## src/common/adc_capture_pkg.sv

```systemverilog
package adc_capture_pkg;

  localparam int SAMPLE_W  = 16;
  localparam int HALF_W    = SAMPLE_W / 2;
  localparam int PKT_LEN_W = 8;

  // One sample word read whole or as an I/Q byte pair
  typedef union packed {
    logic [SAMPLE_W-1:0] full;
    struct packed {
      logic [HALF_W-1:0] i_half;
      logic [HALF_W-1:0] q_half;
    } iq;
  } sample_word_u;

  // Raw ADC input whose valid is a one-cycle strobe
  typedef struct packed {
    logic         valid;
    sample_word_u data;
  } adc_in_t;

  typedef struct packed {
    logic         valid;
    logic         last;
    sample_word_u data;
  } stream_beat_t;

  typedef struct packed {
    logic                 busy;
    logic                 overflow;
    logic [PKT_LEN_W-1:0] pkt_count;
  } capture_status_t;

  typedef enum logic {
    MODE_SINGLE = 1'b0,
    MODE_DUAL   = 1'b1
  } capture_mode_e;

endpackage

```

## src/hw/adc_capture_top.sv

```systemverilog
module adc_capture_top
  import adc_capture_pkg::*;
#(
  parameter int BUF_DEPTH_LOG2 = 3
) (
  input  logic                 clk,
  input  logic                 rst,
  input  logic                 start,
  input  logic                 stop,
  input  capture_mode_e        mode_in,
  input  logic [PKT_LEN_W-1:0] pkt_len_in,
  input  adc_in_t              adc,
  output stream_beat_t         m_axis,
  input  logic                 m_ready,
  output capture_status_t      status
);

  adc_in_t       gated;
  logic          gated_last;
  capture_mode_e mode;
  stream_beat_t  fmt_beat;
  logic          overflow_pulse;

  capture_ctrl u_ctrl (
    .clk           (clk),
    .rst           (rst),
    .start         (start),
    .stop          (stop),
    .mode_in       (mode_in),
    .pkt_len_in    (pkt_len_in),
    .adc           (adc),
    .overflow_pulse(overflow_pulse),
    .gated         (gated),
    .gated_last    (gated_last),
    .mode          (mode),
    .status        (status)
  );

  sample_formatter u_fmt (
    .clk       (clk),
    .rst       (rst),
    .gated     (gated),
    .gated_last(gated_last),
    .mode      (mode),
    .fmt_beat  (fmt_beat)
  );

  // Buffer absorbs back-pressure because upstream strobes cannot be held off
  stream_rx_buffer #(
    .BUF_DEPTH_LOG2(BUF_DEPTH_LOG2)
  ) u_buf (
    .clk           (clk),
    .rst           (rst),
    .wr_beat       (fmt_beat),
    .m_axis        (m_axis),
    .m_ready       (m_ready),
    .overflow_pulse(overflow_pulse)
  );

endmodule

```

## src/hw/capture_ctrl.sv

```systemverilog
module capture_ctrl
  import adc_capture_pkg::*;
(
  input  logic                 clk,
  input  logic                 rst,
  input  logic                 start,
  input  logic                 stop,
  input  capture_mode_e        mode_in,
  input  logic [PKT_LEN_W-1:0] pkt_len_in,
  input  adc_in_t              adc,
  input  logic                 overflow_pulse,
  output adc_in_t              gated,
  output logic                 gated_last,
  output capture_mode_e        mode,
  output capture_status_t      status
);

  logic                 armed;
  logic                 ovf_sticky;
  capture_mode_e        mode_q;
  logic [PKT_LEN_W-1:0] pkt_len_q;
  logic [PKT_LEN_W-1:0] sample_cnt;
  logic [PKT_LEN_W-1:0] sample_cnt_nxt;
  logic [PKT_LEN_W-1:0] pkt_count;
  logic                 capture_en;
  logic                 pkt_end;
  logic                 gated_valid;
  sample_word_u         gated_data;

  // A strobe on the start or stop cycle belongs to neither run
  assign capture_en     = armed & adc.valid & ~start & ~stop;
  assign sample_cnt_nxt = sample_cnt + 1'b1;
  assign pkt_end        = (sample_cnt_nxt == pkt_len_q);

  // ~~~~~~~~~~~~~~~~~~~~~~~~~~~~~~~~~~~~~~~~~~~~~~~~~~~~~~~~~~~~~~~~~~~~
  // Arming, framing and status
  // ~~~~~~~~~~~~~~~~~~~~~~~~~~~~~~~~~~~~~~~~~~~~~~~~~~~~~~~~~~~~~~~~~~~~
  always_ff @(posedge clk) begin
    if (rst) begin
      armed      <= 1'b0;
      ovf_sticky <= 1'b0;
      mode_q     <= MODE_SINGLE;
      pkt_len_q  <= '0;
      sample_cnt <= '0;
      pkt_count  <= '0;
    end else if (start) begin
      armed      <= 1'b1;
      ovf_sticky <= 1'b0;
      mode_q     <= mode_in;
      pkt_len_q  <= pkt_len_in;
      sample_cnt <= '0;
      pkt_count  <= '0;
    end else begin
      if (stop) begin
        armed <= 1'b0;
      end
      if (overflow_pulse) begin
        ovf_sticky <= 1'b1;
      end
      if (capture_en) begin
        if (pkt_end) begin
          sample_cnt <= '0;
          pkt_count  <= pkt_count + 1'b1;
        end else begin
          sample_cnt <= sample_cnt_nxt;
        end
      end
    end
  end

  always_ff @(posedge clk) begin
    if (rst) begin
      gated_valid <= 1'b0;
      gated_last  <= 1'b0;
    end else begin
      gated_valid <= capture_en;
      gated_last  <= capture_en & pkt_end;
    end
  end

  always_ff @(posedge clk) begin
    gated_data <= adc.data;
  end

  assign gated  = '{valid: gated_valid, data: gated_data};
  assign mode   = mode_q;
  assign status = '{busy: armed, overflow: ovf_sticky, pkt_count: pkt_count};

  a_last_needs_valid : assert property (
    @(posedge clk) disable iff (rst) gated_last |-> gated.valid
  );

endmodule

```

## src/hw/sample_formatter.sv

```systemverilog
module sample_formatter
  import adc_capture_pkg::*;
(
  input  logic          clk,
  input  logic          rst,
  input  adc_in_t       gated,
  input  logic          gated_last,
  input  capture_mode_e mode,
  output stream_beat_t  fmt_beat
);

  sample_word_u conv;
  sample_word_u out_data;
  logic         out_valid;
  logic         out_last;

  // Offset binary to two's complement is a flip of each sign bit
  always_comb begin
    conv = gated.data;
    if (mode == MODE_DUAL) begin
      conv.iq.i_half[HALF_W-1] = ~gated.data.iq.i_half[HALF_W-1];
      conv.iq.q_half[HALF_W-1] = ~gated.data.iq.q_half[HALF_W-1];
    end else begin
      conv.full[SAMPLE_W-1] = ~gated.data.full[SAMPLE_W-1];
    end
  end

  always_ff @(posedge clk) begin
    if (rst) begin
      out_valid <= 1'b0;
      out_last  <= 1'b0;
    end else begin
      out_valid <= gated.valid;
      out_last  <= gated_last;
    end
  end

  always_ff @(posedge clk) begin
    out_data <= conv;
  end

  assign fmt_beat = '{valid: out_valid, last: out_last, data: out_data};

endmodule

```

## src/stream_rx_buffer/stream_rx_buffer.sv

```systemverilog
module stream_rx_buffer
  import adc_capture_pkg::*;
#(
  parameter int BUF_DEPTH_LOG2 = 3
) (
  input  logic         clk,
  input  logic         rst,
  input  stream_beat_t wr_beat,
  output stream_beat_t m_axis,
  input  logic         m_ready,
  output logic         overflow_pulse
);

  localparam int DEPTH = 2 ** BUF_DEPTH_LOG2;
  localparam logic [BUF_DEPTH_LOG2:0] FULL_CNT = {1'b1, {BUF_DEPTH_LOG2{1'b0}}};

  typedef struct packed {
    logic         last;
    sample_word_u data;
  } entry_t;

  entry_t                    mem [DEPTH];
  logic [BUF_DEPTH_LOG2-1:0] wr_ptr;
  logic [BUF_DEPTH_LOG2-1:0] rd_ptr;
  logic [BUF_DEPTH_LOG2:0]   fill_cnt;
  logic                      full;
  logic                      empty;
  logic                      wr_en;
  logic                      load;
  entry_t                    rd_entry;
  logic                      out_valid;
  logic                      out_last;
  sample_word_u              out_data;

  assign full     = (fill_cnt == FULL_CNT);
  assign empty    = (fill_cnt == '0);
  assign wr_en    = wr_beat.valid & ~full;
  // Output register refills when empty or when its beat is taken
  assign load     = (~out_valid | m_ready) & ~empty;
  assign rd_entry = mem[rd_ptr];

  // ~~~~~~~~~~~~~~~~~~~~~~~~~~~~~~~~~~~~~~~~~~~~~~~~~~~~~~~~~~~~~~~~~~~~
  // Write side where the input never stalls
  // ~~~~~~~~~~~~~~~~~~~~~~~~~~~~~~~~~~~~~~~~~~~~~~~~~~~~~~~~~~~~~~~~~~~~
  always_ff @(posedge clk) begin
    if (wr_en) begin
      mem[wr_ptr] <= '{last: wr_beat.last, data: wr_beat.data};
    end
  end

  always_ff @(posedge clk) begin
    if (rst) begin
      wr_ptr         <= '0;
      rd_ptr         <= '0;
      fill_cnt       <= '0;
      overflow_pulse <= 1'b0;
    end else begin
      overflow_pulse <= wr_beat.valid & full;
      if (wr_en) begin
        wr_ptr <= wr_ptr + 1'b1;
      end
      if (load) begin
        rd_ptr <= rd_ptr + 1'b1;
      end
      case ({wr_en, load})
        2'b10:   fill_cnt <= fill_cnt + 1'b1;
        2'b01:   fill_cnt <= fill_cnt - 1'b1;
        default: fill_cnt <= fill_cnt;
      endcase
    end
  end

  // ~~~~~~~~~~~~~~~~~~~~~~~~~~~~~~~~~~~~~~~~~~~~~~~~~~~~~~~~~~~~~~~~~~~~
  // Registered valid/ready output
  // ~~~~~~~~~~~~~~~~~~~~~~~~~~~~~~~~~~~~~~~~~~~~~~~~~~~~~~~~~~~~~~~~~~~~
  always_ff @(posedge clk) begin
    if (rst) begin
      out_valid <= 1'b0;
    end else if (load) begin
      out_valid <= 1'b1;
    end else if (m_ready) begin
      out_valid <= 1'b0;
    end
  end

  always_ff @(posedge clk) begin
    if (load) begin
      out_last <= rd_entry.last;
      out_data <= rd_entry.data;
    end
  end

  assign m_axis = '{valid: out_valid, last: out_last, data: out_data};

  a_hold_stable : assert property (
    @(posedge clk) disable iff (rst)
    m_axis.valid && !m_ready |=>
      m_axis.valid && $stable(m_axis.data) && $stable(m_axis.last)
  );

  a_fill_bound : assert property (
    @(posedge clk) disable iff (rst) fill_cnt <= FULL_CNT
  );

endmodule
```

## config.mk

```make
export PLATFORM = sky130hd
export DESIGN_NAME = adc_capture_top
export DESIGN_NICKNAME = d
export VERILOG_FILES = /design/src/common/adc_capture_pkg.sv /design/src/hw/adc_capture_top.sv /design/src/hw/capture_ctrl.sv /design/src/hw/sample_formatter.sv /design/src/stream_rx_buffer/stream_rx_buffer.sv
export SDC_FILE = /design/constraint.sdc
export NUM_CORES = 1
export LEC_CHECK = 0
export ABC_AREA = 1
export BUFFER_PORTS_ARGS = -buffer_cell sky130_fd_sc_hd__buf_2
export CAP_MARGIN = 20
export CORE_AREA = 4 4 170 139
export CTS_BUF_LIST = sky130_fd_sc_hd__clkbuf_8 sky130_fd_sc_hd__clkbuf_16
export DETAILED_ROUTE_END_ITERATION = 7
export DIE_AREA = 0 0 174 143
export HOLD_SLACK_MARGIN = 0.05
export PLACE_DENSITY = 0.64
export SLEW_MARGIN = 20
export SYNTH_ARGS = -nofsm -noshare
export SYNTH_HDL_FRONTEND = slang
export SYNTH_SLANG_ARGS = --single-unit
```

## constraint.sdc

```tcl
create_clock -name clk -period 3.4 [get_ports clk]
set_input_delay 0.34 -clock clk [delete_from_list [all_inputs] [get_ports clk]]
set_output_delay 0.34 -clock clk [all_outputs]
set_load 0.01 [all_outputs]
```

==> key figures <==
Worst setup path
  – Slowest-stage cell, CP: dfxtp_1
  – Arr. time, crit path: between 2 and 3 ns
  – CP Capture Type: flop
  – R2R Setup Slk: approximately 1.3 ns
  – FF-to-FF path depth: 12
  – Startpoint Class: flop
  – Most frequent CP cell: nand2_1
  – Reg2reg end: u_ctrl.sample_cnt[2]
  – Delay-heaviest family, CP: simple AND/OR/NAND/NOR gates
  – CP max FO: 10
  – Slowest stage delay, CP: ~0.43 ns
  – WP buf/inv: 1
  – CP cell instances: ha_1 -> inv_1 -> nand2_1 -> nand2_1 -> nand2_1 -> nand2_1 -> nor2_2 -> nand2_1 -> nor2_8 -> nand3_4 -> o21ai_4 -> nor2_1
  – WS Path Type: flop to flop
  – Critical Path RT: 3.79 ns
  – Reg2reg start: u_ctrl.sample_cnt[0]

Clock network
  – CTS tree: done
  – Root buf cell: clkbuf_16
  – Resized cells post-CTS: 0
  – Clock latency on the worst-skew pair: 0.51 ns
  – Total CTS buffers: 24
  – Clock input transition at the sequential cells of the worst setup and hold paths: 0.06 ns
  – H-tree depth: 1
  – CTS Sinks: 228
  – Clock tree buffer depth: 3

Global route
  – Largest net degree at the start of global routing: 72
  – Initial antenna violation count: 0
  – Grt ovf: 0
  – First-pass GRT wire length: 29.2 mm
  – Total GRT Usage: 14.5%
  – Vias in the first global route: ~5600

Detailed routing
  – Drt drc: 0
  – Avg WL per Cell: 15.3 um
  – Routed vias: 5732
  – Drt total wl: 17.7 mm
  – DRT Pass-1 Iters: 5
  – Initial DRC count: 566
  – DR vias/cell: 4.95
  – Post-route ant nets: 0

Synth
  – Syn nets: 805
  – Synth async-reset ratio: 0%
  – Synth Cell Area: between 8000 and 9000 sq um
  – Yosys reg bits: 228
  – Synth unique cells: 30
  – Post-Syn Area per Cell: around 11 sq um
  – Ys flop type: edfxtp_1
  – EDFF count, synth: 153
  – Seq/Total Area, Yosys: 70.8%
  – Mapped Cells: about 770
  – Ys Warns: 0

Cells and area
  – Filler instances: 1955
  – Most common cell after layout, fill and taps aside: nor2_1
  – Syn-to-layout area delta: 20.2%
  – # diodes: 0
  – Commonest cells after routing, fill and taps aside: nor2_1 (180), edfxtp_1 (153), o21ai_0 (92), dfxtp_1 (74), nand2_1 (62)
  – Share of layout cells above drive strength 1: 15.2%
  – Fin nets: 897

Timing
  – Setup WS post-layout: approximately 1.3 ns
  – Max Clock Freq: 0.472 GHz
  – Slew Limit Headroom: between 30% and 40%
  – Max-slew violation count: 0
  – TNS Setup: 0 ns
  – Minimum clock period: 2.12 ns
  – Worst Tran Pin Value: 0.950 ns
  – Final hold vios: 0
  – RSZ-0062 raised after global routing: no
  – Final setup vio count: 0
  – Setup Skew: 0.0103 ns
  – Tcrit/Tclk final: 62.3%

Die
  – Die Height: about 140 um
  – Core Area: approximately 22000 sq um
  – DIE AREA: 24900 sq um
  – Die Span X: 174 um
  – Top Ports: between 50 and 60
  – Std-Cell Rows: 49
  – Initial cell density of the core: 39.0%

Power
  – Maximum VDD drop: roughly 0.35 mV
  – Leak: 3.85 nW
  – Cell Pwr Density: 737 nW/um^2

Placement
  – Gpl congestion: a little under 0.8
  – Port bufs: 58
  – Place WS: 1.30 ns
  – Final HPWL DP: 10.8 mm

Worst hold path
  – Min-delay src: mode_in
  – Hold path depth: 3
  – HP Class: input port to flop
  – Hold Path End: u_ctrl.mode

Flow run
  – Max-cap violation count: 0

Run status
  – Outcome: finished, final reports clean
-- cell families (layout without fill, tap and decap cells) --
group                    after synthesis  in the layout  synth area share (%)
flip-flops                           228            228                  70.8
AND/OR/NAND/NOR                      293            293                  14.3
buffers and inverters                 83            193                  3.82
adder cells (fa/ha/maj)                7              7                  1.02
AO/OA/AOI/OAI                        149            149                  9.38
XOR/XNOR                               7              7                 0.712
-- through the flow --
stage | cell area (sq um) | power, mW | util [%] | instances | hold slack (ns)
after detailed placement | 9290 | 4.89 | 42.1 | 1094 | 0.312
after CTS | 10400 | 7.74 | 46.9 | 1157 | 0.0523
after global placement | 9290 | 4.87 | 42.1 | 1094 | 0.311
final | 10400 | 7.63 | 46.9 | 1157 | 0.0858
after floorplan | 8610 | 4.39 | - | 767 | 0.310
after global routing | 10400 | 8.10 | 46.9 | 1157 | 0.0678
-- worst register-to-register path: cells and delay by family, from the launching register on --
| family | cells | cell delay [ns] |
|---|---|---|
| AND/OR/NAND/NOR | 9 | 0.93 |
| AO/OA/AOI/OAI | 1 | 0.27 |
| adder cells (fa/ha/maj) | 1 | 0.31 |
| buffers and inverters | 1 | 0.07 |
| flip-flops | 1 | 0.43 |
-- cell usage after synthesis, types with 2 or more instances --
cell / count / area, sq um
nor2_1: 180 / 676
edfxtp_1: 153 / 4590
o21ai_0: 92 / 460
dfxtp_1: 75 / 1500
nand2_1: 62 / 233
inv_1: 48 / 180
nand3_1: 32 / 160
clkbuf_1: 25 / 93.8
o22ai_1: 20 / 125
a31oi_1: 18 / 113
a21oi_1: 17 / 85.1
nand4_1: 8 / 50.1
ha_1: 7 / 87.6
xor2_1: 5 / 43.8
buf_4: 4 / 30.0
nor2_4: 3 / 33.8
buf_2: 2 / 10.0
inv_2: 2 / 7.51
nor2_2: 2 / 12.5
xnor2_1: 2 / 17.5
-- registers in the layout, summed over array words and instances, names as in the netlist, 3 cells and up --
signal / cells
u_buf.mem: 136
u_buf.out_data: 16
u_ctrl.gated_data: 16
u_fmt.out_data: 16
u_ctrl.pkt_count: 8
u_ctrl.pkt_len_q: 8
u_ctrl.sample_cnt: 8
u_buf.fill_cnt: 4
u_buf.rd_ptr: 3
u_buf.wr_ptr: 3
-- final cells by class --
class                      count  area (sq um)  area share (%)
clock buffer                  28           667            6.44
clock inverter                16           206            1.99
inverter                      51           191            1.85
multi-input combinational    456          2200            21.3
sequential                   228          6100            58.9
tap                          280           350            3.38
timing repair buffer          98           638            6.16
-- how the worst max path moves through the flow --
stage          slack (ns)  depth (start not counted)              endpoint            startpoint
2_1_floorplan        0.49                          9     u_buf.fill_cnt[3]     u_buf.fill_cnt[3]
3_3_place_gp         1.36                          7       u_buf.mem[7][1]     u_buf.fill_cnt[1]
3_5_place_dp         1.30                          7       u_buf.mem[7][1]     u_buf.fill_cnt[1]
4_1_cts              1.28                          7       u_buf.mem[7][4]     u_buf.fill_cnt[1]
5_1_grt              1.04                         10     u_buf.fill_cnt[3]     u_buf.fill_cnt[1]
6_report             1.28                         12  u_ctrl.sample_cnt[2]  u_ctrl.sample_cnt[0]
-- power breakdown --
| group | internal [mW] | switching (mW) |
|---|---|---|
| clock network | 1.78 | 1.03 |
| logic | 0.532 | 0.999 |
| registers | 3.21 | 0.0845 |
-- repair_timing --
action	in CTS	in global routing
buffers inserted	0	0
setup endpoints to repair	0	0
hold endpoints to repair	19	0
hold buffers	19	0
-- routing by layer --
metal | routed length (um) | global-route usage, % | share of wire (%) | vias up
met3 | 1030 | 2.75 | 5.8 | 38
met5 | 0 | 0 | 0 | -
met2 | 8020 | 23.5 | 45 | 161
met1 | 8280 | 20.3 | 47 | 2697
met4 | 360 | 4.00 | 2.0 | 0
li1 | - | - | - | 2836
Power figures use the tool's default switching activity.
